## config.mk

```make
export PLATFORM = sky130hd
export DESIGN_NAME = serial_port
export DESIGN_NICKNAME = d
export VERILOG_FILES = /design/src/rtl/gb_pkg.sv /design/src/rtl/serial_port.sv
export SDC_FILE = /design/constraint.sdc
export NUM_CORES = 1
export LEC_CHECK = 0
export BUFFER_PORTS_ARGS = -buffer_cell sky130_fd_sc_hd__buf_2
export CORE_UTILIZATION = 51
export CTS_CLUSTER_DIAMETER = 60
export CTS_CLUSTER_SIZE = 30
export DETAILED_ROUTE_END_ITERATION = 8
export GPL_ROUTABILITY_DRIVEN = 0
export PLACE_DENSITY = 0.76
export SLEW_MARGIN = 20
export SYNTH_ARGS = -nofsm -noshare
export SYNTH_HDL_FRONTEND = slang
export SYNTH_SLANG_ARGS = --single-unit
```

## constraint.sdc

```tcl
create_clock -name clk_cpu -period 2.7 [get_ports clk_cpu]
set_input_delay 0.54 -clock clk_cpu [delete_from_list [all_inputs] [get_ports clk_cpu]]
set_output_delay 0.54 -clock clk_cpu [all_outputs]
set_load 0.005 [all_outputs]
```

## src/rtl/gb_pkg.sv

```systemverilog
package gb_pkg;

	// --------------------------------------------------
	// bus and storage widths
	typedef logic [15:0] addr_t;      // cpu bus address
	typedef logic [7:0]  byte_t;      // data byte
	typedef logic [4:0]  irq_mask_t;  // one bit per irq source
	typedef logic [14:0] wram_addr_t; // physical work ram address, 32K
	typedef logic [2:0]  wram_bank_t; // svbk bank number

	typedef enum logic [1:0] {
		SER_IDLE,
		SER_SHIFT,
		SER_DONE
	} ser_state_t;

	typedef enum logic {
		BUS_IDLE,
		BUS_ACK
	} bus_state_t;

	// --------------------------------------------------
	// memory map
	localparam addr_t ADDR_JOYP  = 16'hFF00;
	localparam addr_t ADDR_SB    = 16'hFF01;
	localparam addr_t ADDR_SC    = 16'hFF02;
	localparam addr_t ADDR_IF    = 16'hFF0F;
	localparam addr_t ADDR_SVBK  = 16'hFF70;
	localparam addr_t ADDR_IE    = 16'hFFFF;
	localparam addr_t WRAM_BASE  = 16'hC000; // incl. echo up to fdff
	localparam addr_t WRAM_END   = 16'hFDFF;
	localparam addr_t ZPRAM_BASE = 16'hFF80; // up to fffe

	// --------------------------------------------------
	// interrupt sources, lowest index wins
	localparam int IRQ_VBLANK = 0;
	localparam int IRQ_LCD    = 1;
	localparam int IRQ_TIMER  = 2;
	localparam int IRQ_SERIAL = 3;
	localparam int IRQ_JOYPAD = 4;

	localparam byte_t IRQ_VEC_BASE = 8'h40;
	localparam int    IRQ_VEC_STEP = 8;
	localparam byte_t IRQ_VEC_NONE = 8'h55; // nothing pending

	// serial timing, 8192 Hz bit clock
	localparam int SERIAL_BIT_CYCLES = 512;
	localparam int SERIAL_BITS       = 8;

	localparam byte_t OPEN_BUS = 8'hFF;

endpackage

```

## src/rtl/serial_port.sv

```systemverilog
`timescale 1ns/100ps

module serial_port (
	input  logic          clk_cpu,
	input  logic          reset,
	input  gb_pkg::byte_t wr_data,
	input  logic          sc_we,
	output gb_pkg::byte_t sc_rd,
	output logic          serial_irq
);
	import gb_pkg::*;

	ser_state_t state;
	logic sc_start;  // bit 7, transfer in progress
	logic sc_clk;    // bit 0, internal clock
	logic [$clog2(SERIAL_BIT_CYCLES)-1:0] div_cnt;
	logic [$clog2(SERIAL_BITS)-1:0]       bit_cnt;
	logic bit_end;

	assign bit_end = (div_cnt == ($clog2(SERIAL_BIT_CYCLES))'(SERIAL_BIT_CYCLES - 1));
	assign sc_rd   = {sc_start, 6'h3F, sc_clk};

	// --------------------------------------------------
	// dummy transfer, nothing is shifted out
	always_ff @(posedge clk_cpu) begin
		serial_irq <= 1'b0;
		if (reset) begin
			state    <= SER_IDLE;
			sc_start <= 1'b0;
			sc_clk   <= 1'b0;
		end else if (sc_we) begin
			sc_start <= wr_data[7];
			sc_clk   <= wr_data[0];
			state    <= SER_IDLE;   // restart on any write
		end else begin
			case (state)
				SER_IDLE: begin
					div_cnt <= '0;
					bit_cnt <= '0;
					if (sc_start && sc_clk)
						state <= SER_SHIFT; // external clock never arrives
				end
				SER_SHIFT: begin
					div_cnt <= div_cnt + 1'b1;
					if (bit_end) begin
						div_cnt <= '0;
						bit_cnt <= bit_cnt + 1'b1;
						if (bit_cnt == ($clog2(SERIAL_BITS))'(SERIAL_BITS - 1))
							state <= SER_DONE;
					end
				end
				SER_DONE: begin
					sc_start   <= 1'b0;
					serial_irq <= 1'b1;     // one pulse per byte
					state      <= SER_IDLE;
				end
				default: state <= SER_IDLE;
			endcase
		end
	end

endmodule

```

Word level (Yosys, flattened, before mapping). Cells that the tools add are included.

Register bits: 17. Bits in latches: 0. Memory bits (writable): 0. Memory bits (read-only): 0. Input port bits: 11. Output and inout port bits: 9. Logic and storage cells: 36. Memories kept: 0.

$add $sub $neg: 2. Multiply operators: 0. Div/mod/pow operators: 0. Magnitude comparators: 0. Eq/ne operators: 7. Shifts and indexed selects: 0. Muxes and demuxes: 11. Bitwise gates (word level): 2. Reductions and logical operators: 8.

Operators by type and width (count): case mux 9 bit (2 select lines) (1); adder 9 x 1 -> 9 bit, second input constant (1); equality test 9 bit, second input constant (1); 2-to-1 mux 9 bit (1); 2-to-1 mux 2 bit (3); inequality test 2 bit, second input constant (3); case mux 3 bit (2 select lines) (1); AND reduction 3 bit (2); case mux 2 bit (2 select lines) (1); AND reduction 4 bit (1); nonzero test 2 bit (2); adder 3 x 1 -> 3 bit, second input constant (1); equality test 3 bit, second input constant (1); 2-to-1 mux 1 bit (3); 2-to-1 mux 3 bit (1); equality test 2 x 1 -> 1 bit, second input constant (1); equality test 2 bit, second input constant (1); zero test 2 bit (1); inverter 1 bit (2); OR reduction 2 bit (1); logical AND 1 bit (1).

Longest topological paths before layout.
Depth in word-level cells: 4. Depth in mapped cells: 7. Gate-level depth less buffers: 7.

Worst setup path after synthesis. No wires, ideal clock.

Kind: input to register. From: input sc_we. To: register bit_cnt[0], enable pin. Setup time: 0.305 ns. Arrival: 1.586 ns. Data required time: 2.395 ns. Slack: 0.809 ns. Cell stages on the path: 2. Path buffers: 0. Cells stage by stage: nor3_1 > and2_1.

Cells in the longest elaborated chain, start to end: 2.

Ends and longest elaborated chain: from (decl) (line serial_port.sv:7) `input logic sc_we,`; inverter 1 bit (no source line); AND reduction 4 bit (no source line); to (signal assigned) (line serial_port.sv:47) `bit_cnt <= bit_cnt + 1'b1;`; to (decl) (line serial_port.sv:17) `logic [$clog2(SERIAL_BITS)-1:0] bit_cnt;`.

Every way passes these cells. A chain may end at the register's enable or synchronous reset.

Worst setup path in the final report.
From: register div_cnt[0]. To: register bit_cnt[1], enable pin.

Cells in the longest elaborated chain, start to end: 3.

Ends and longest elaborated chain: from (decl) (line serial_port.sv:16) `logic [$clog2(SERIAL_BIT_CYCLES)-1:0] div_cnt;`; from (signal assigned) (line serial_port.sv:44) `div_cnt <= div_cnt + 1'b1;`; equality test 9 bit (line serial_port.sv:20) `assign bit_end = (div_cnt == ($clog2(SERIAL_BIT_CYCLES))'(SERIAL_BIT_CYCLES - 1));`; inequality test 2 bit (no source line); AND reduction 4 bit (no source line).

Every way passes these cells.

==> results.py <==
metrics = {
    "run_status": {
        "status": "completed",
    },
    "synth": {
        "synth_top_family_by_area": "simple AND/OR/NAND/NOR gates",
        "synth_adder_area_share_pct": 5.92,
        "synth_compound_area_share_pct": 5.33,
        "ys_seq_area_share_pct": 54.4,
        "syn-cell-area_um2": 846,
        "ys_ff_latch": 17,
        "postSynthCellCount": 80,
        "ys.warnings.count": 0,
        "yosys.area_share.simple_pct": 20.7,
        "synth_area_per_cell_um2": 10.6,
        "synthTopCellsByArea": "edfxtp_1 43%, dfxtp_1 12%, buf_4 7.1%",
        "synth_xor_area_share_pct": 3.11,
        "yosys.area.top_type_share_pct": 42.6,
        "synth.area.mux_share_pct": 1.18,
        "synth_top_area_cell": "edfxtp_1",
        "ys_types": 28,
    },
    "power_and_ir_drop": {
        "cellLeakagePower_nw": 0.347,
        "p_int_uw": 352,
        "share_comb_of_total_power_pct": 5.5,
        "swShare_pct": 23.3,
        "p_clk_share_pct": 31.1,
        "peakVddDrop_uv": 334,
        "powerDensity_nw_per_um2": 514,
        "power.switching_uw": 107,
        "seqPwrFrac_pct": 63.4,
    },
    "clock_network": {
        "clk_path_buf_depth": 2,
        "cts_tree": "yes",
        "cts_setup_buffers": 0,
        "path_clk_slew_ns": 0.10,
        "cts_root_buf": "clkbuf_4",
        "cts.sinks": 17,
        "cts_max_level": 1,
        "hold_buffers": 0,
        "numCtsBuffers": 3,
        "clock_latency_ns": 0.30,
        "ctsResizeCount": 0,
    },
    "timing": {
        "min_period_ns": 1.95,
        "max_freq_mhz": 512,
        "fin_setup_tns_ns": 0,
        "setup_violations": 0,
        "fin_crit_sh_pct": 72.3,
        "fin_worst_skew_ns": 0.00433,
        "rsz0062_at_grt": "no",
        "finalHoldViolCount": 0,
        "fin_ws_ns": 0.749,
        "final-max-slew-violation-count": 0,
    },
    "floorplanning": {
        "die_h_um": 42.7,
        "dieArea_um2": 1830,
        "coreArea_um2": 1520,
        "io_pins": 20,
        "initial_utilization_pct": 55.5,
        "die_x_um": 42.7,
        "rows": 14,
    },
    "cells_and_area": {
        "n_antenna_cell": 0,
        "syn_to_final_growth_pct": 5.62,
        "nNetsFinal": 104,
        "finalNonFillerCells": 104,
        "mostFrequentLayoutCell": "edfxtp_1",
        "fin_area_um2": 893,
        "drive_gt1_share_pct": 17.0,
        "final_cell_mix": "12 x edfxtp_1, 10 x nor2_1, 7 x buf_2",
        "finish.utilization_pct": 58.6,
    },
    "routing": {
        "routed-via-count": 564,
        "routed_wl_um": 1270,
        "drt-pass1-iter-count": 4,
        "wire_per_inst_um": 12.2,
        "ant_nets": 0,
        "dr.first_iter.drc_count": 16,
        "drcViolationCount": 0,
        "vias_per_cell": 5.42,
    },
    "global_route": {
        "grt_pass1_vias": 525,
        "grt_pass1_wl_um": 2190,
        "grt_start_max_net_pins": 12,
        "grt_usage_pct": 16.7,
        "overflow": 0,
        "grt_antenna_before_repair": 0,
    },
    "placement": {
        "place_hpwl_um": 915,
        "numPortBuffers": 7,
        "post-place-ws_ns": 0.747,
        "place_inst": 100,
        "placed_area_um2": 863,
    },
    "hold_path": {
        "hold_class": "primary input to flop",
    },
    "critical_path": {
        "crit_path_max_fanout": 8,
        "ff2ff_setup_slack_ns": 0.75,
        "arrival_ns": 2.02,
        "cp.required_ns": 2.77,
        "cp-end-kind": "flop",
        "criticalPathCategory": "flop to flop",
        "setup.worst_path.start_class": "flop",
    },
    "flow_run": {
        "maxCapViolations": 0,
    },
}
metal layers:
layer	wire, um	GRT usage, %
met5	0	0
met4	43	15.6
met3	40	2.98
met2	589	23.6
met1	595	21.3
cell usage after synthesis:
| master | count |
|---|---|
| conb_1 | 1 |
| a21oi_1 | 4 |
| nand2_2 | 1 |
| nand3b_1 | 2 |
| o31ai_1 | 1 |
| or2_2 | 1 |
| nor4_1 | 1 |
| dfxtp_1 | 5 |
| mux2i_1 | 1 |
| or3_2 | 1 |
| ha_1 | 4 |
| nand2_1 | 4 |
| a21boi_0 | 1 |
| xor2_1 | 2 |
| clkbuf_1 | 1 |
| or4_1 | 1 |
| xnor2_1 | 1 |
| buf_4 | 8 |
| nand4_1 | 1 |
| nor3_1 | 2 |
| o21ai_0 | 2 |
| and2_1 | 3 |
| or3_1 | 1 |
| nand2b_1 | 2 |
| inv_1 | 3 |
| nand3_1 | 4 |
| edfxtp_1 | 12 |
| nor2_1 | 10 |
power groups by stage:
stage               combinational (mW)  clock, mW  sequential [mW]
floorplan                       0.0237          0            0.296
global placement                0.0245          0            0.297
detailed placement              0.0250          0            0.298
CTS                             0.0253      0.146            0.292
global route                    0.0300      0.154            0.293
finish                          0.0252      0.143            0.291
layout make-up:
| type | count | area [um2] |
|---|---|---|
| timing repair buffer | 8 | 42.5 |
| sequential | 17 | 460 |
| fill | 132 | 631 |
| tap | 16 | 20.0 |
| multi-input combinational | 56 | 329 |
| clock inverter | 1 | 7.51 |
| inverter | 3 | 11.3 |
| clock buffer | 3 | 22.5 |
worst paths after layout:
| path | start | end | depth (start not counted) |
|---|---|---|---|
| hold reg to reg | state[0] | state[0] | 2 |
| setup / recovery | div_cnt[0] | bit_cnt[1] | 6 |
| hold / removal | reset | sc_start | 2 |
| setup reg to reg | div_cnt[0] | bit_cnt[1] | 6 |
cells by family (layout without fill, tap and decap cells):
| family | count (synthesis) | after routing |
|---|---|---|
| adders and majority gates | 4 | 4 |
| buffers and inverters | 12 | 15 |
| xor gates and xnor gates | 3 | 3 |
| and+or+nand+nor | 34 | 34 |
| muxes | 1 | 1 |
| AOI/OAI and AO/OA | 8 | 8 |
| other | 1 | 6 |
| DFF | 17 | 17 |
per-stage QoR:
step                hold slack, ns  total power [mW]
floorplan                    0.458             0.320
global placement             0.476             0.322
detailed placement           0.489             0.323
CTS                          0.438             0.462
global route                 0.461             0.477
finish                       0.444             0.459
worst max-delay path: stages, from the launching register on:
cell and delay [ns]:
edfxtp_1 0.44, ha_1 0.27, nand4_1 0.13, nor2_1 0.07, ha_1 0.20, or2_2 0.38, and2_1 0.22
state kept, by name (all words and copies together), names as in the netlist:
name and cells:
bit_cnt 3, div_cnt 9, sc_start 1, sc_clk 1, state 2, serial_irq 1
(Power assumes the default switching activity.)
