<file path="config.mk">
export PLATFORM = sky130hd
export DESIGN_NAME = irq_ctrl
export DESIGN_NICKNAME = d
export VERILOG_FILES = /design/src/rtl/gb_pkg.sv /design/src/rtl/irq_ctrl.sv
export SDC_FILE = /design/constraint.sdc
export NUM_CORES = 1
export LEC_CHECK = 0
export BUFFER_PORTS_ARGS = -buffer_cell sky130_fd_sc_hd__buf_2
export CORE_MARGIN = 2
export CORE_UTILIZATION = 40
export DETAILED_ROUTE_END_ITERATION = 7
export PLACE_DENSITY = 0.8
export SYNTH_ARGS = -nofsm -noshare
export SYNTH_HDL_FRONTEND = slang
export SYNTH_SLANG_ARGS = --single-unit
</file>
<file path="constraint.sdc">
create_clock -name clk_cpu -period 1.73 [get_ports clk_cpu]
set_input_delay 0.0865 -clock clk_cpu [delete_from_list [all_inputs] [get_ports clk_cpu]]
set_output_delay 0.0865 -clock clk_cpu [all_outputs]
set_load 0.01 [all_outputs]
</file>
<file path="src/rtl/gb_pkg.sv">
package gb_pkg;

	// --------------------------------------------------
	// bus and storage widths
	typedef logic [15:0] addr_t;      // cpu bus address
	typedef logic [7:0]  byte_t;      // data byte
	typedef logic [4:0]  irq_mask_t;  // one bit per irq source
	typedef logic [14:0] wram_addr_t; // physical work ram address, 32K
	typedef logic [2:0]  wram_bank_t; // svbk bank number

	typedef enum logic [1:0] {
		SER_IDLE,
		SER_SHIFT,
		SER_DONE
	} ser_state_t;

	typedef enum logic {
		BUS_IDLE,
		BUS_ACK
	} bus_state_t;

	// --------------------------------------------------
	// memory map
	localparam addr_t ADDR_JOYP  = 16'hFF00;
	localparam addr_t ADDR_SB    = 16'hFF01;
	localparam addr_t ADDR_SC    = 16'hFF02;
	localparam addr_t ADDR_IF    = 16'hFF0F;
	localparam addr_t ADDR_SVBK  = 16'hFF70;
	localparam addr_t ADDR_IE    = 16'hFFFF;
	localparam addr_t WRAM_BASE  = 16'hC000; // incl. echo up to fdff
	localparam addr_t WRAM_END   = 16'hFDFF;
	localparam addr_t ZPRAM_BASE = 16'hFF80; // up to fffe

	// --------------------------------------------------
	// interrupt sources, lowest index wins
	localparam int IRQ_VBLANK = 0;
	localparam int IRQ_LCD    = 1;
	localparam int IRQ_TIMER  = 2;
	localparam int IRQ_SERIAL = 3;
	localparam int IRQ_JOYPAD = 4;

	localparam byte_t IRQ_VEC_BASE = 8'h40;
	localparam int    IRQ_VEC_STEP = 8;
	localparam byte_t IRQ_VEC_NONE = 8'h55; // nothing pending

	// serial timing, 8192 Hz bit clock
	localparam int SERIAL_BIT_CYCLES = 512;
	localparam int SERIAL_BITS       = 8;

	localparam byte_t OPEN_BUS = 8'hFF;

endpackage

</file>
<file path="src/rtl/irq_ctrl.sv">
`timescale 1ns/100ps

module irq_ctrl (
	input  logic          clk_cpu,
	input  logic          reset,
	input  gb_pkg::byte_t wr_data,
	input  logic          ie_we,
	input  logic          if_we,
	input  logic          vblank_irq,
	input  logic          lcd_irq,
	input  logic          timer_irq,
	input  logic          serial_irq,
	input  logic          joy_irq,
	input  logic          irq_ack,
	output gb_pkg::byte_t ie_rd,
	output gb_pkg::byte_t if_rd,
	output logic          irq,
	output gb_pkg::byte_t irq_vector
);
	import gb_pkg::*;

	irq_mask_t ie_r;
	irq_mask_t if_r;
	irq_mask_t events;   // this cycle's event pulses
	irq_mask_t pending;  // enabled and flagged
	irq_mask_t ack_clr;  // lowest pending bit, one-hot

	always_comb begin
		events             = '0;
		events[IRQ_VBLANK] = vblank_irq;
		events[IRQ_LCD]    = lcd_irq;
		events[IRQ_TIMER]  = timer_irq;
		events[IRQ_SERIAL] = serial_irq;
		events[IRQ_JOYPAD] = joy_irq;
	end

	assign pending = ie_r & if_r;
	assign irq     = |pending;
	assign ack_clr = pending & (~pending + irq_mask_t'(1)); // isolate lowest set bit

	// walk down so the lowest index wins
	always_comb begin
		irq_vector = IRQ_VEC_NONE;
		for (int i = IRQ_JOYPAD; i >= IRQ_VBLANK; i--) begin
			if (pending[i])
				irq_vector = byte_t'(IRQ_VEC_BASE + i * IRQ_VEC_STEP);
		end
	end

	// --------------------------------------------------
	// IE / IF registers
	always_ff @(posedge clk_cpu) begin
		if (reset) begin
			ie_r <= '0;
			if_r <= '0;
		end else begin
			if (ie_we)
				ie_r <= wr_data[4:0];
			if (if_we)
				if_r <= wr_data[4:0]; // cpu write overrides events and ack
			else if (irq_ack)
				if_r <= (if_r & ~ack_clr) | events;
			else
				if_r <= if_r | events;
		end
	end

	assign ie_rd = {3'b000, ie_r};
	assign if_rd = {3'b111, if_r}; // unused bits read high

endmodule

</file>
---- Yosys cells after proc, flatten, opt, wreduce, memory -nomap -nowiden ----
Cells that the tools add are included.
storage, ports and cells
  register bits after elaboration ......... 10
  bits in latches ......................... 0
  RAM bits ................................ 0
  ROM bits ................................ 0
  output and inout port bits .............. 25
  word-level logic and storage cells ...... 18
  memories ................................ 0
cells by class
  $add $sub $neg .......................... 1
  multiply operators ...................... 0
  divide/modulo/power cells ............... 0
  magnitude comparators ................... 0
  equal/unequal tests ..................... 0
  shift operators ......................... 0
  muxes and demuxes ....................... 7
  bitwise logic cells ..................... 7
  reduce and logical (&&, ||, !) cells .... 1
operator list
  operator             count
  $mux 8               4
  $and 5x5->5          3
  $mux 5               2
  $not 5->5            2
  $or 5x5->5           2
  $mux 6               1
  $add 5x1->5 const B  1
  $reduce_or 5->1      1

---- Logic depth before layout (Yosys ltp) ----
Gate-level depths: netlist (run 1).
  word-level depth ........................ 9
  gate-level depth with buffers ........... 4

---- Worst setup path after synthesis (run 1) ----
No wires, ideal clock.
  path type ............................... register -> output
  start point ............................. reg if_r[2]
  end point ............................... out irq_vector[2]
  arrival time ............................ 1.053 ns
  required time ........................... 1.643 ns
  slack ................................... 0.591 ns
  cell stages (with the launch flop) ...... 5
  cell sequence ........................... dfxtp_1 > a22oi_1 > nand3_1 > inv_1 > buf_4
on the way
  longest elaborated chain between the ends .. 4
RTL lines
  what                    line            text
  from (decl)             irq_ctrl.sv:23  irq_mask_t if_r;
  from (signal assigned)  irq_ctrl.sv:60  if_r <= wr_data[4:0];
  from (signal assigned)  irq_ctrl.sv:62  if_r <= (if_r & ~ack_clr) | events;
  from (signal assigned)  irq_ctrl.sv:64  if_r <= if_r | events;
  $and 5x5->5             irq_ctrl.sv:37  assign pending = ie_r & if_r;
  $mux 8 (3 in a row)     irq_ctrl.sv:45  if (pending[i])
  to (decl)               irq_ctrl.sv:18  output gb_pkg::byte_t irq_vector
No other way between the ends.

---- Final worst setup path (run 1) ----
  start point ............................. reg if_r[2]
  end point ............................... out irq_vector[4]
The elaborated chain is that of the path after synthesis.

==> metrics, run 1 <==
status finished clean; leakage 0.000404 uW; clock slew at reported path FFs 0.06 ns; initial antenna violation count 0; Area contributors post-synth dfxtp_1, buf_4, mux2i_1; Synth Area per Inst approximately 8.1 um^2; Die Y 42.2 um; Initial DRC Count 8; initial core utilization roughly 44%; Fin. Hold Viols 0; crit end category primary output; clk_skew 0.00246 ns; core area 1330 um^2; Req. time, crit path around 1.6 ns; Worst Min Path Start timer_irq; Final Util between 50% and 60%; Cell Count, Final, Fillers Out 114; cts bufs inserted 3; pwr dens between 700 and 800 nW/um^2; worst path cell trace a22oi_1 -> nand3_1 -> and2_1 -> buf_2; Avg WL per Cell between 10 and 15 um; fraction of layout cells with a size suffix above 1 34.3%; area leader, netlist dfxtp_1; CP max stage cell dfxtp_1; vias in the first global route 451; via density per instance 4.94; critical path class reg2out; Post-Place Setup Slack 0.590 ns; I/O pin count 43; Post-CTS Hold Fix Bufs 0; reg2reg end if_r[4]$_SDFF_PP0_; die area 1780 um^2; RSZ-0062 raised after global routing false; nets 119; # rows 13; Synth Instances between 70 and 80; Final ANT Viol Nets 0; Ys Warns 0; CP peak stage delay approximately 0.34 ns; Synth Cell Area 583 um^2; Die W 42.2 um; # H-tree levels 1; Post-synth EDFFs 0; post-CTS sizing 0; CP endpoint irq_vector[4]; distinct cell type count of the synthesized netlist 23; CP Data Arrival Time roughly 1.3 ns; register area share after synthesis 34.3%; TNS Setup 0 ns; top cell type's share of synthesized area between 30% and 40%; FMAX 715 MHz; critical path startpoint if_r[2]$_SDFF_PP0_; fin crit share approximately 81%; Hold Path Class in2reg; largest fanout on the critical path 4; R2R depth 3; Post-Place Cells 111; final setup margin 0.332 ns; Total GRT Usage 14.3%; Slew Limit Fails 0; first-pass GRT wire length 1990 um; CTS tree built; IR Drop Worst-Case VDD 440 uV; drt drc 0; Startpoint Class flop; Vias 563; Main synth FF type dfxtp_1; Post-synth top cells buf_4, dfxtp_1, inv_1, nor2_1, mux2i_1; Clock Tree Root clkbuf_4; PortBufs 30; clk_lat worst skew 0.26 ns; largest net degree at the start of global routing 11; total gr overflow 0; Max-Cap Viols 0; Detailed Routing Iterations Pass 1 4; ys async rst share 0%; Setup violations, final 0; detailed placement HPWL 962 um; WL final 1260 um; area grow syn2layout 22.1%; #FFs+latches synth 10; CTS sink cnt 10; clock buffer depth 2; Hold Worst Slack 0.0389 ns; RR Startpoint if_r[2]$_SDFF_PP0_; Post CTS Setup Buffer Count 0; n_diodes 0; flop-to-flop setup slack 0.57 ns; RD Place Congestion roughly 0.73; Min Clock Period, post-route 1.40 ns
critical path: cells and delay by family (launching register included):
kind                   cells  cell delay (ns)
AO/OA/AOI/OAI              1             0.29
buffers and inverters      1             0.13
flip-flops                 1             0.34
AND/OR/NAND/NOR            2             0.28
how the worst min path moves through the flow:
| stage | endpoint | slack [ns] | depth (start not counted) |
|---|---|---|---|
| global placement | if_r[3]$_SDFF_PP0_ | 0.30 | 2 |
| CTS | if_r[4]$_SDFF_PP0_ | 0.04 | 2 |
| finish | if_r[2]$_SDFF_PP0_ | 0.04 | 2 |
| global route | if_r[2]$_SDFF_PP0_ | 0.05 | 2 |
| floorplan | if_r[2]$_SDFF_PP0_ | 0.22 | 1 |
| detailed placement | if_r[4]$_SDFF_PP0_ | 0.31 | 2 |
stage by stage:
stage / total power [uW] / cell area (um^2)
floorplan: 361 / 609
global placement: 391 / 689
detailed placement: 394 / 689
CTS: 551 / 712
global route: 572 / 712
finish: 548 / 712
placed cells by master (no fill, tap or decap):
master and instances:
o31a_1 3, nand3_1 2, and2_1 2, a21oi_1 3, dfxtp_1 10, conb_1 9, nor2_1 8, mux2i_1 5
buf_2 30, a41oi_1 2, a32oi_1 1, a22oi_1 1, a31oi_1 1, a221oi_1 1, nor3_1 1, o21ai_0 1
clkbuf_4 3, nand2_1 4, inv_1 9, nor2b_1 1, a211oi_1 1, a22oi_4 1
cells by family after synthesis:
kind of cell           count (synthesis)  synth area share (%)
buffers and inverters                 22                  21.0
AND/OR/NAND/NOR                       18                  13.5
AO/OA/AOI/OAI                         15                  21.2
flip-flops                            10                  34.3
multiplexers                           5                  8.58
other                                  2                  1.29
state kept, by name, summed over array words and instances, names as in the netlist:
register  flops
if_r          5
ie_r          5
power by group:
| group | switching [uW] | total (uW) | internal (uW) |
|---|---|---|---|
| clock | 78.4 | 159 | 80.4 |
| combinational | 67.5 | 122 | 54.6 |
| sequential | 20.7 | 267 | 246 |
routing by layer:
metal	track usage, %	wire length, um	vias to the layer above
met5	0	0	-
met4	5.63	14	0
met3	4.74	107	2
met1	18.6	572	247
met2	21.8	564	33
li1	-	-	281
layout make-up:
type                            count  area (um^2)
Clock buffer                        3         22.5
Fill cell                         140          622
Inverter                            9         33.8
Multi-Input combinational cell     47          287
Sequential cell                    10          200
Tap cell                           15         18.8
Timing Repair Buffer               30          150
Note: power is estimated with default switching activity, not from simulation.
==> run 2, diff against run 1 <==
--- a/config.mk
+++ b/config.mk
@@ -7,9 +7,9 @@
 export LEC_CHECK = 0
 export BUFFER_PORTS_ARGS = -buffer_cell sky130_fd_sc_hd__buf_2
 export CORE_MARGIN = 2
-export CORE_UTILIZATION = 40
+export CORE_UTILIZATION = 38
 export DETAILED_ROUTE_END_ITERATION = 7
-export PLACE_DENSITY = 0.8
+export PLACE_DENSITY = 0.76
 export SYNTH_ARGS = -nofsm -noshare
 export SYNTH_HDL_FRONTEND = slang
 export SYNTH_SLANG_ARGS = --single-unit
==> constraint.sdc (replaced) <==
create_clock -name clk_cpu -period 1.3 [get_ports clk_cpu]
set_input_delay 0.065 -clock clk_cpu [delete_from_list [all_inputs] [get_ports clk_cpu]]
set_output_delay 0.065 -clock clk_cpu [all_outputs]
set_load 0.01 [all_outputs]
==> metrics, run 2 (synthesis gave the netlist of run 1 again) <==
Die W 43.2 um (+2.3%); die area 1860 um^2 (+4.7%); most frequent cells in the layout buf_2, conb_1, nor2_1, inv_1; pwr dens 1070 nW/um^2 (+39%); RD Place Congestion 0.713 (-2.0%); clk_lat worst skew 0.28 ns (+0.02 ns); Final Util 53.4% (about the same); Slew Limit Fails 0 (unchanged); Fin. Hold Viols 0 (unchanged); drt drc 0 (unchanged); cts bufs inserted 3 (unchanged); final setup margin -0.0618 ns (-0.393 ns); commonest non-fill, non-tap cell in the layout buf_2; Initial DRC Count 8 (unchanged); Detailed Routing Iterations Pass 1 4 (unchanged); Clock Tree Root clkbuf_4; fraction of layout cells with a size suffix above 1 45.6% (+11 points); Setup violations, final 5 (+5); failing checks setup timing; R2R depth 5 (+2); CTS sink cnt 10 (unchanged); Fill cells 142 (+1.4%); WL final 1460 um (+16%); multi-input logic area 302 um^2 (+5.2%); Hold Worst Slack 0.00303 ns (-0.0359 ns); # rows 14 (+1); largest net degree at the start of global routing 11 (unchanged); FMAX 734 MHz; PortBufs 30 (unchanged); Reg area 209 um^2 (+4.4%); Vias 594 (+5.5%); IR Drop Worst-Case VDD 725 uV (+65%); Startpoint Class flop; fin crit share 105%; Hold Path Class in2reg; largest fanout on the critical path 5 (+1); Die Y 43.2 um (+2.3%); status finished with violations; critical path class reg2out; n_diodes 0 (unchanged); total gr overflow 0 (unchanged); detailed placement HPWL 1010 um (+5.5%); Final ANT Viol Nets 0 (unchanged); CP Data Arrival Time 1.30 ns (about the same); leakage 0.000440 uW (+8.9%); Min Clock Period, post-route 1.36 ns; Total GRT Usage 15.8% (+1.5 points); initial antenna violation count 0 (unchanged); clk_skew 0.000685 ns (-0.00177 ns); initial core utilization 39.6% (-4.1 points); clock buffer depth 2 (unchanged); Max-Cap Viols 0 (unchanged); PnR Total Power 841 uW (+53%); core area 1470 um^2 (+10%); Largest regs ie_r: 5 flops, if_r: 5 flops; Post-Place Setup Slack 0.166 ns (-0.424 ns); crit end category primary output; worst hold path depth 2 (unchanged); area grow syn2layout 34.8%; I/O pin count 43 (unchanged); RSZ-0062 raised after global routing true; CTS tree built; Post-CTS Hold Fix Bufs 0 (unchanged); nets 122 (+2.5%); vias in the first global route 505 (+12%); flop-to-flop setup slack -0.01 ns (-0.58 ns); # H-tree levels 1 (unchanged); clock slew at reported path FFs 0.07 ns (about the same); first-pass GRT wire length 2220 um (+12%); Req. time, crit path 1.24 ns (-0.40 ns); Avg WL per Cell 12.3 um (+11%); via density per instance 4.99 (+1.1%)
## run 2: changes by cell type in the layout (fill, tap and decap cells not counted), sizes merged
cell / delta
clkbuf: +1
buf: +3
## run 2: final cells by class
| class | instances | share of cell area [%] |
|---|---|---|
| sequential | 10 | 26.6 |
| tap | 16 | 2.55 |
| clock buffer | 4 | 4.62 |
| inverter | 9 | 4.30 |
| multi-input combinational | 47 | 38.4 |
| timing repair buffer | 33 | 23.6 |
## run 2: worst paths after layout
path,start,to
max,ie_r[2]$_SDFFE_PP0P_,irq_vector[4]
min,timer_irq,if_r[2]$_SDFF_PP0_
max reg2reg,ie_r[2]$_SDFFE_PP0P_,if_r[4]$_SDFF_PP0_
min reg2reg,ie_r[0]$_SDFFE_PP0P_,ie_r[0]$_SDFFE_PP0P_
## run 2: report_power, final
part,internal [uW],switching (uW)
combinational,90.2,101
sequential,329,29.1
clock,171,122
## run 2: repair_timing
| action | 4_1_cts | 5_1_grt |
|---|---|---|
| resized for setup | 3 | 9 |
| buffers inserted | 2 | 1 |
| pin swaps | 2 | 3 |
| endpoints found under the setup margin | 4 | 6 |
## run 2: per-stage QoR
stage / setup TNS, ns / std cells / instance area, um^2
detailed placement: 0 / 112 / 691
finish: -0.107 / 119 / 786
floorplan: 0 / 79 / 609
global placement: 0 / 112 / 691
global route: -0.325 / 119 / 786
CTS: 0 / 118 / 749
## run 2: worst max-delay path, cell delays in order, from the launching register on
cell,delay [ns]
dfxtp_2,0.35
a22oi_2,0.26
nand3_2,0.13
and2_1,0.15
buf_2,0.13
## run 2: layer usage
layer	global-route usage [%]	share of wire [%]	vias to the layer above
met2	25.7	51	30
li1	-	-	284
met1	18.8	39	275
met5	0	0	-
met3	3.40	8.2	5
met4	9.70	2.3	0
