File: config.mk
export PLATFORM = sky130hd
export DESIGN_NAME = bus_ctrl
export DESIGN_NICKNAME = d
export VERILOG_FILES = /design/src/rtl/gb_pkg.sv /design/src/rtl/bus_ctrl.sv
export SDC_FILE = /design/constraint.sdc
export NUM_CORES = 1
export LEC_CHECK = 0
export ABC_AREA = 1
export BUFFER_PORTS_ARGS = -buffer_cell sky130_fd_sc_hd__buf_2
export CORE_ASPECT_RATIO = 0.75
export CORE_UTILIZATION = 38
export DETAILED_ROUTE_END_ITERATION = 10
export PLACE_DENSITY = 0.93
export SLEW_MARGIN = 20
export SYNTH_ARGS = -nofsm -noshare
export SYNTH_HDL_FRONTEND = slang
export SYNTH_SLANG_ARGS = --single-unit
File: constraint.sdc
create_clock -name clk_cpu -period 3.8 [get_ports clk_cpu]
set_input_delay 0.57 -clock clk_cpu [delete_from_list [all_inputs] [get_ports clk_cpu]]
set_output_delay 0.57 -clock clk_cpu [all_outputs]
set_load 0.01 [all_outputs]
File: src/rtl/gb_pkg.sv
package gb_pkg;

	// --------------------------------------------------
	// bus and storage widths
	typedef logic [15:0] addr_t;      // cpu bus address
	typedef logic [7:0]  byte_t;      // data byte
	typedef logic [4:0]  irq_mask_t;  // one bit per irq source
	typedef logic [14:0] wram_addr_t; // physical work ram address, 32K
	typedef logic [2:0]  wram_bank_t; // svbk bank number

	typedef enum logic [1:0] {
		SER_IDLE,
		SER_SHIFT,
		SER_DONE
	} ser_state_t;

	typedef enum logic {
		BUS_IDLE,
		BUS_ACK
	} bus_state_t;

	// --------------------------------------------------
	// memory map
	localparam addr_t ADDR_JOYP  = 16'hFF00;
	localparam addr_t ADDR_SB    = 16'hFF01;
	localparam addr_t ADDR_SC    = 16'hFF02;
	localparam addr_t ADDR_IF    = 16'hFF0F;
	localparam addr_t ADDR_SVBK  = 16'hFF70;
	localparam addr_t ADDR_IE    = 16'hFFFF;
	localparam addr_t WRAM_BASE  = 16'hC000; // incl. echo up to fdff
	localparam addr_t WRAM_END   = 16'hFDFF;
	localparam addr_t ZPRAM_BASE = 16'hFF80; // up to fffe

	// --------------------------------------------------
	// interrupt sources, lowest index wins
	localparam int IRQ_VBLANK = 0;
	localparam int IRQ_LCD    = 1;
	localparam int IRQ_TIMER  = 2;
	localparam int IRQ_SERIAL = 3;
	localparam int IRQ_JOYPAD = 4;

	localparam byte_t IRQ_VEC_BASE = 8'h40;
	localparam int    IRQ_VEC_STEP = 8;
	localparam byte_t IRQ_VEC_NONE = 8'h55; // nothing pending

	// serial timing, 8192 Hz bit clock
	localparam int SERIAL_BIT_CYCLES = 512;
	localparam int SERIAL_BITS       = 8;

	localparam byte_t OPEN_BUS = 8'hFF;

endpackage

File: src/rtl/bus_ctrl.sv
`timescale 1ns/100ps

module bus_ctrl (
	input  logic          clk_cpu,
	input  logic          reset,
	input  logic          wb_cyc,
	input  logic          wb_stb,
	input  logic          wb_we,
	input  gb_pkg::addr_t wb_adr,
	input  gb_pkg::byte_t wb_dat_w,
	output gb_pkg::byte_t wb_dat_r,
	output logic          wb_ack,
	input  logic          is_gbc,
	output logic          joyp_we,
	output logic          sc_we,
	output logic          ie_we,
	output logic          if_we,
	output logic          svbk_we,
	output logic          wram_we,
	output logic          zpram_we,
	output gb_pkg::byte_t wr_data,
	output gb_pkg::addr_t ram_addr,
	input  gb_pkg::byte_t joyp_rd,
	input  gb_pkg::byte_t sc_rd,
	input  gb_pkg::byte_t ie_rd,
	input  gb_pkg::byte_t if_rd,
	input  gb_pkg::byte_t wram_rd,
	input  gb_pkg::byte_t zpram_rd,
	input  gb_pkg::wram_bank_t svbk_rd
);
	import gb_pkg::*;

	bus_state_t state;
	logic start;        // first cycle of a transfer
	logic wr_start;
	logic sel_wram, sel_zpram, sel_joyp, sel_sb, sel_sc;
	logic sel_if, sel_ie, sel_svbk;

	// --------------------------------------------------
	// wishbone slave, fixed two-cycle access
	assign start    = (state == BUS_IDLE) && wb_cyc && wb_stb;
	assign wr_start = start && wb_we;
	assign wb_ack   = (state == BUS_ACK);

	always_ff @(posedge clk_cpu) begin
		if (reset)
			state <= BUS_IDLE;
		else if (start)
			state <= BUS_ACK;
		else
			state <= BUS_IDLE; // ack lasts one cycle
	end

	// --------------------------------------------------
	// address decode
	assign sel_wram  = (wb_adr >= WRAM_BASE) && (wb_adr <= WRAM_END); // echo included
	assign sel_zpram = (wb_adr >= ZPRAM_BASE) && (wb_adr != ADDR_IE);
	assign sel_joyp  = (wb_adr == ADDR_JOYP);
	assign sel_sb    = (wb_adr == ADDR_SB);
	assign sel_sc    = (wb_adr == ADDR_SC);
	assign sel_if    = (wb_adr == ADDR_IF);
	assign sel_ie    = (wb_adr == ADDR_IE);
	assign sel_svbk  = (wb_adr == ADDR_SVBK);

	// single-cycle write strobes
	assign wram_we  = wr_start && sel_wram;
	assign zpram_we = wr_start && sel_zpram;
	assign joyp_we  = wr_start && sel_joyp;
	assign sc_we    = wr_start && sel_sc;
	assign if_we    = wr_start && sel_if;
	assign ie_we    = wr_start && sel_ie;
	assign svbk_we  = wr_start && sel_svbk && is_gbc; // dmg has no svbk

	assign wr_data  = wb_dat_w;
	assign ram_addr = wb_adr; // held by master until ack, so ram sees it both cycles

	// read mux, sampled by the master in the ack cycle
	always_comb begin
		wb_dat_r = OPEN_BUS;
		if (sel_wram)
			wb_dat_r = wram_rd;  // sync ram, valid in ack cycle
		else if (sel_zpram)
			wb_dat_r = zpram_rd;
		else if (sel_joyp)
			wb_dat_r = joyp_rd;
		else if (sel_sb)
			wb_dat_r = 8'hFF;    // no link partner
		else if (sel_sc)
			wb_dat_r = sc_rd;
		else if (sel_if)
			wb_dat_r = if_rd;
		else if (sel_ie)
			wb_dat_r = ie_rd;
		else if (sel_svbk && is_gbc)
			wb_dat_r = {5'h1F, svbk_rd};
	end

endmodule

== After elaboration in Yosys (flattened, before gate mapping) ==
Cells that the tools add are included.
Cells by class
  $add $sub $neg: 0
  multiply operators: 0
  divide/modulo/power cells: 0
  order comparisons: 3
  equality and inequality tests: 7
  shift-type cells: 0
  mux-type cells: 9
  bitwise operators: 1
  reduce and logical (&&, ||, !) cells: 14
Operators by type and width (number)
  $eq 16x16->1 const B: 6
  $mux 8: 7
  $ge 16x16->1 const B: 2
  $le 16x16->1 const B: 1
  $ne 16x16->1 const B: 1
  $logic_and 1x1->1: 14
  $mux 3: 1
  $mux 1: 1
  $not 1->1: 1
Word-level totals
  bits in registers: 1
  bits in latches: 0
  RAM bits: 0
  memory bits (read-only): 0
  input bits: 81
  output and inout bits: 40
  word-level logic and storage cells: 35
  memories kept: 0

== Logic depth before layout (Yosys ltp) ==
  word-level depth: 10
  depth in mapped cells: 12
  gate-level depth less buffers: 12

== Worst setup path before layout ==
No wires, ideal clock.
  path kind: input -> output
  start: in wb_adr[10]
  end: out wb_dat_r[0]
  arrival time: 1.608 ns
  required time: 3.230 ns
  setup slack: 1.622 ns
  cell stages on the path: 10
  buffers on the path: 0
  path through: nand2_1 > nor2_2 > nand2_4 > nor2_8 > nand3_2 > nor2_1 > inv_1 > or2_1 > nand3_1 > nand2_1
On the way
  word-level cells in the longest chain between the ends: 10
  elaborated cells between the ends (all ways): 21
  classes of those cells: 3 x order compare; 7 x eq/ne; 8 x mux; 3 x reduce/logical
RTL lines
  start: declaration: RTL line bus_ctrl.sv:9  | input gb_pkg::addr_t wb_adr,
  $eq 16x16->1: RTL line bus_ctrl.sv:63  | assign sel_svbk = (wb_adr == ADDR_SVBK);
  $logic_and 1x1->1: RTL line bus_ctrl.sv:94  | else if (sel_svbk && is_gbc)
  $mux 3: RTL line bus_ctrl.sv:94
  $mux 8: RTL line bus_ctrl.sv:92  | else if (sel_ie)
  $mux 8: RTL line bus_ctrl.sv:90  | else if (sel_if)
  $mux 8: RTL line bus_ctrl.sv:88  | else if (sel_sc)
  $mux 8: RTL line bus_ctrl.sv:86  | else if (sel_sb)
  $mux 8: RTL line bus_ctrl.sv:84  | else if (sel_joyp)
  $mux 8: RTL line bus_ctrl.sv:82  | else if (sel_zpram)
  $mux 8 (*): RTL line bus_ctrl.sv:80  | if (sel_wram)
  end: declaration: RTL line bus_ctrl.sv:11  | output gb_pkg::byte_t wb_dat_r,
Mark *: on every way between the ends. The rest lies on a longest branch, timed or not.

== Final worst setup path ==
  start: in wb_adr[1]
  end: out wb_dat_r[4]
On the way
  word-level cells in the longest chain between the ends: 8
  elaborated cells between the ends (all ways): 18
  classes of those cells: 3 x order compare; 6 x eq/ne; 7 x mux; 2 x reduce/logical
RTL lines
  $eq 16x16->1: RTL line bus_ctrl.sv:62  | assign sel_ie = (wb_adr == ADDR_IE);
  $mux 8: RTL line bus_ctrl.sv:92
  $mux 8: RTL line bus_ctrl.sv:90
  $mux 8: RTL line bus_ctrl.sv:88
  $mux 8: RTL line bus_ctrl.sv:86
  $mux 8: RTL line bus_ctrl.sv:84
  $mux 8: RTL line bus_ctrl.sv:82
  $mux 8 (*): RTL line bus_ctrl.sv:80
Marked as above.

==> run_summary.xml <==
<?xml version="1.0" encoding="UTF-8"?>
<metrics>
  <group name="placed_design">
    <metric name="placedCellCount" unit="">333</metric>
    <metric name="place.gp.congestion" unit="">0.873</metric>
    <metric name="detailedPlace.worstSlack" unit="ps">1100</metric>
    <metric name="portBuffers" unit="">104</metric>
    <metric name="dp.final_hpwl" unit="mm">2.94</metric>
    <metric name="placement_stage_cell_area" unit="um2">1510</metric>
  </group>
  <group name="route">
    <metric name="finalWirelength" unit="mm">3.41</metric>
    <metric name="drt-initial-drc-count" unit="">69</metric>
    <metric name="drc_viols" unit="">0</metric>
    <metric name="viasPerCell" unit="">4.71</metric>
    <metric name="num_vias" unit="">1567</metric>
    <metric name="antenna_violating_nets_post_route" unit="">0</metric>
    <metric name="avgRoutedWirePerCell" unit="um">10.2</metric>
    <metric name="dr.pass1.iters" unit="">4</metric>
  </group>
  <group name="setup_path">
    <metric name="cp_data_required_time" unit="ps">3230</metric>
    <metric name="cp_cell_sequence" unit="">buf_2 -&gt; inv_1 -&gt; nand3_1 -&gt; nor3_2 -&gt; nor2_1 -&gt; nand2_1 -&gt; nand4_1 -&gt; nand2_1 -&gt; buf_2</metric>
    <metric name="reg2regPathDepth" unit="">1</metric>
    <metric name="setup.reg_to_reg.worst_slack" unit="ps">3240</metric>
    <metric name="worst_setup_path_end_kind" unit="">output pin</metric>
    <metric name="r2r_end" unit="">wb_ack</metric>
    <metric name="crit_type" unit="">in2out</metric>
    <metric name="crit_path_max_fanout" unit="">12</metric>
    <metric name="startpoint_type" unit="">input pin</metric>
    <metric name="timing.critical_path.from" unit="">wb_adr[1]</metric>
    <metric name="cpPeakStageDelay" unit="ps">600</metric>
    <metric name="critical_path.top_delay_family" unit="">simple AND/OR/NAND/NOR gates</metric>
    <metric name="r2r_start" unit="">wb_ack</metric>
    <metric name="worst_path_max_delay_cell" unit="">nor3_2</metric>
    <metric name="cp.arrival" unit="ps">2130</metric>
    <metric name="critPathBufInv" unit="">3</metric>
  </group>
  <group name="global_route">
    <metric name="global_route.usage.total" unit="">0.210</metric>
    <metric name="grt_first_pass_wirelength" unit="mm">5.50</metric>
    <metric name="largest_net_degree_at_the_start_of_global_routing" unit="">13</metric>
    <metric name="globalRouteOverflowTotal" unit="">0</metric>
    <metric name="grt_antenna_before_repair" unit="">0</metric>
    <metric name="grt_pass1_vias" unit="">1293</metric>
  </group>
  <group name="worst_hold_path">
    <metric name="worst_hold_startpoint" unit="">wb_ack</metric>
    <metric name="hold_path_end" unit="">wb_ack</metric>
    <metric name="hp-class" unit="">reg2reg</metric>
    <metric name="hold_path_depth" unit="">1</metric>
  </group>
  <group name="clock_network">
    <metric name="cts.repair_timing.setup_buffer_count" unit="">0</metric>
    <metric name="worst_skew_pair.late_latency" unit="ps">0</metric>
    <metric name="cts.clk_slew.worst_paths" unit="ps">0</metric>
    <metric name="number_of_gates_resized_after_cts" unit="">0</metric>
    <metric name="ctsHoldBuffers" unit="">0</metric>
  </group>
  <group name="pwr">
    <metric name="pwr-share-seq" unit="">0.108</metric>
    <metric name="vdd.ir_drop.worst" unit="mV">0.0698</metric>
    <metric name="power.switching_fraction" unit="">0.470</metric>
    <metric name="pwr_density_cell" unit="nW/um2">70.7</metric>
    <metric name="power_frac_clock" unit="">0</metric>
    <metric name="p_comb_frac" unit="">0.892</metric>
    <metric name="p_leak" unit="nW">0.946</metric>
    <metric name="p_int" unit="mW">0.0563</metric>
    <metric name="p_sw" unit="mW">0.0500</metric>
  </group>
  <group name="timing">
    <metric name="clock_skew" unit="ps">0</metric>
    <metric name="fmax" unit="MHz">371</metric>
    <metric name="final.min_clock_period" unit="ps">2700</metric>
    <metric name="fin_setup_tns" unit="ps">0</metric>
    <metric name="timing_hold_violations_final" unit="">0</metric>
    <metric name="finalMaxSlewViolations" unit="">0</metric>
    <metric name="unrepaired_setup_endpoints_after_global_routing" unit="">false</metric>
    <metric name="final_number_of_setup_violating_endpoints" unit="">0</metric>
    <metric name="slew_headroom" unit="">0.526</metric>
    <metric name="final_critical_path_setup_slack" unit="ps">1100</metric>
    <metric name="worst-slew-pin-transition" unit="ps">707</metric>
    <metric name="final.period_utilization" unit="">0.710</metric>
  </group>
  <group name="logic_synthesis">
    <metric name="netlist.top_cell.by_area" unit="">nand2_1</metric>
    <metric name="yosys.area.top_type_share" unit="">0.214</metric>
    <metric name="postSynthAreaPerCell" unit="um2">5.16</metric>
    <metric name="synthesis.nets" unit="">299</metric>
    <metric name="netlist_area_before_placement" unit="um2">1120</metric>
    <metric name="postSynthCellCount" unit="">218</metric>
    <metric name="synth_seq_cells" unit="">1</metric>
    <metric name="synth_sequential_area_ratio" unit="">0.0178</metric>
    <metric name="yosysWarningCount" unit="">0</metric>
    <metric name="synth.distinct_cells" unit="">25</metric>
    <metric name="netlist_top_cells_area" unit="">nand2_1 21%, buf_4 16%, inv_1 10%</metric>
  </group>
  <group name="floorplan">
    <metric name="core_area" unit="um2">2700</metric>
    <metric name="die_x" unit="um">64.8</metric>
    <metric name="floorplan.initialDensity" unit="">0.416</metric>
    <metric name="die_ar" unit="um2">3180</metric>
    <metric name="row_count" unit="">16</metric>
    <metric name="dieHeight" unit="um">49.1</metric>
    <metric name="ios" unit="">121</metric>
  </group>
  <group name="layout">
    <metric name="final-instance-count-excl-fill" unit="">333</metric>
    <metric name="end_of_flow_core_utilization" unit="">0.557</metric>
    <metric name="areaGrowthSynthToFinish" unit="%">33.8</metric>
    <metric name="final_cell_area" unit="um2">1510</metric>
    <metric name="insertedDiodeCount" unit="">0</metric>
    <metric name="share_of_final_layout_standard_cells_stronger_than_drive_strength_1" unit="">0.428</metric>
    <metric name="max_ffs_per_register" unit="">1</metric>
    <metric name="layout.nets" unit="">380</metric>
  </group>
  <group name="outcome">
    <metric name="outcome" unit="">finished clean</metric>
  </group>
  <group name="run">
    <metric name="timing.max_cap.violations" unit="">0</metric>
  </group>
</metrics>
## power groups by stage
stage	registers (mW)	clock network [mW]	logic, mW
2_1_floorplan	0.0116	0	0.0559
3_3_place_gp	0.0114	0	0.0942
3_5_place_dp	0.0114	0	0.0951
4_1_cts	0.0115	0	0.0955
5_1_grt	0.0115	0	0.106
6_report	0.0115	0	0.0949
## Yosys cell counts
cell       n
buf_2      1
buf_4     24
dfxtp_1    1
inv_1     31
inv_2      2
nand2_1   64
nand2_2    2
nand2_4    1
nand3_1   19
nand3_2    4
nand3b_1   5
nand4_1    9
nand4_2    1
nor2_1    30
nor2_2     2
nor2_4     2
nor2_8     1
nor3_1     4
nor3_2     1
nor3_4     1
o21ai_0    3
o21ai_1    1
or2_0      1
or2_1      2
or2_2      6
## cell families (layout without fill, tap and decap cells)
group                  Yosys count  after routing  share of synthesized area
buffers and inverters           58            137                      0.275
DFF                              1              1                     0.0178
and+or+nand+nor                155            155                      0.690
AOI/OAI and AO/OA                4              4                     0.0178
## cells in the final DEF, fill, tap and decap left out
cell,n
nand3b_1,5
inv_2,2
nand4_2,1
nor2_1,30
nand3_1,19
dfxtp_1,1
nand2_4,1
buf_2,104
o21ai_1,1
or2_1,2
nor2_4,2
nor3_1,4
inv_1,31
nor2_8,1
o21ai_0,3
nand2_2,2
nor3_2,1
nand2_1,64
nor3_4,1
or2_2,6
nand3_2,4
or2_0,1
nand4_1,9
nor2_2,2
## how the worst max path moves through the flow
stage | end | cells past startpoint
2_1_floorplan | wb_dat_r[0] | 10
6_report | wb_dat_r[4] | 9
3_5_place_dp | wb_dat_r[4] | 9
4_1_cts | wb_dat_r[4] | 9
3_3_place_gp | wb_dat_r[4] | 9
5_1_grt | wb_dat_r[4] | 9
## layout make-up
cell class	instances	area (um2)
Fill cell	294	1200
Tap cell	36	45.0
Inverter	33	124
Sequential cell	1	20.0
Multi-Input combinational cell	159	796
Timing Repair Buffer	104	520
## through the flow
stage               hold WS [ps]  power [mW]
floorplan                    487      0.0675
global placement             433       0.106
detailed placement           445       0.107
CTS                          447       0.107
global route                 466       0.117
finish                       443       0.106
## routing by layer
metal  global-route usage  part of all wire  up-vias
met5                    0                 0        -
met4              0.00370                 0        0
met3              0.00935             0.099        0
met2                0.345              0.43       73
met1                0.315              0.47      677
li1                     -                 -      817
(Power assumes the default switching activity.)
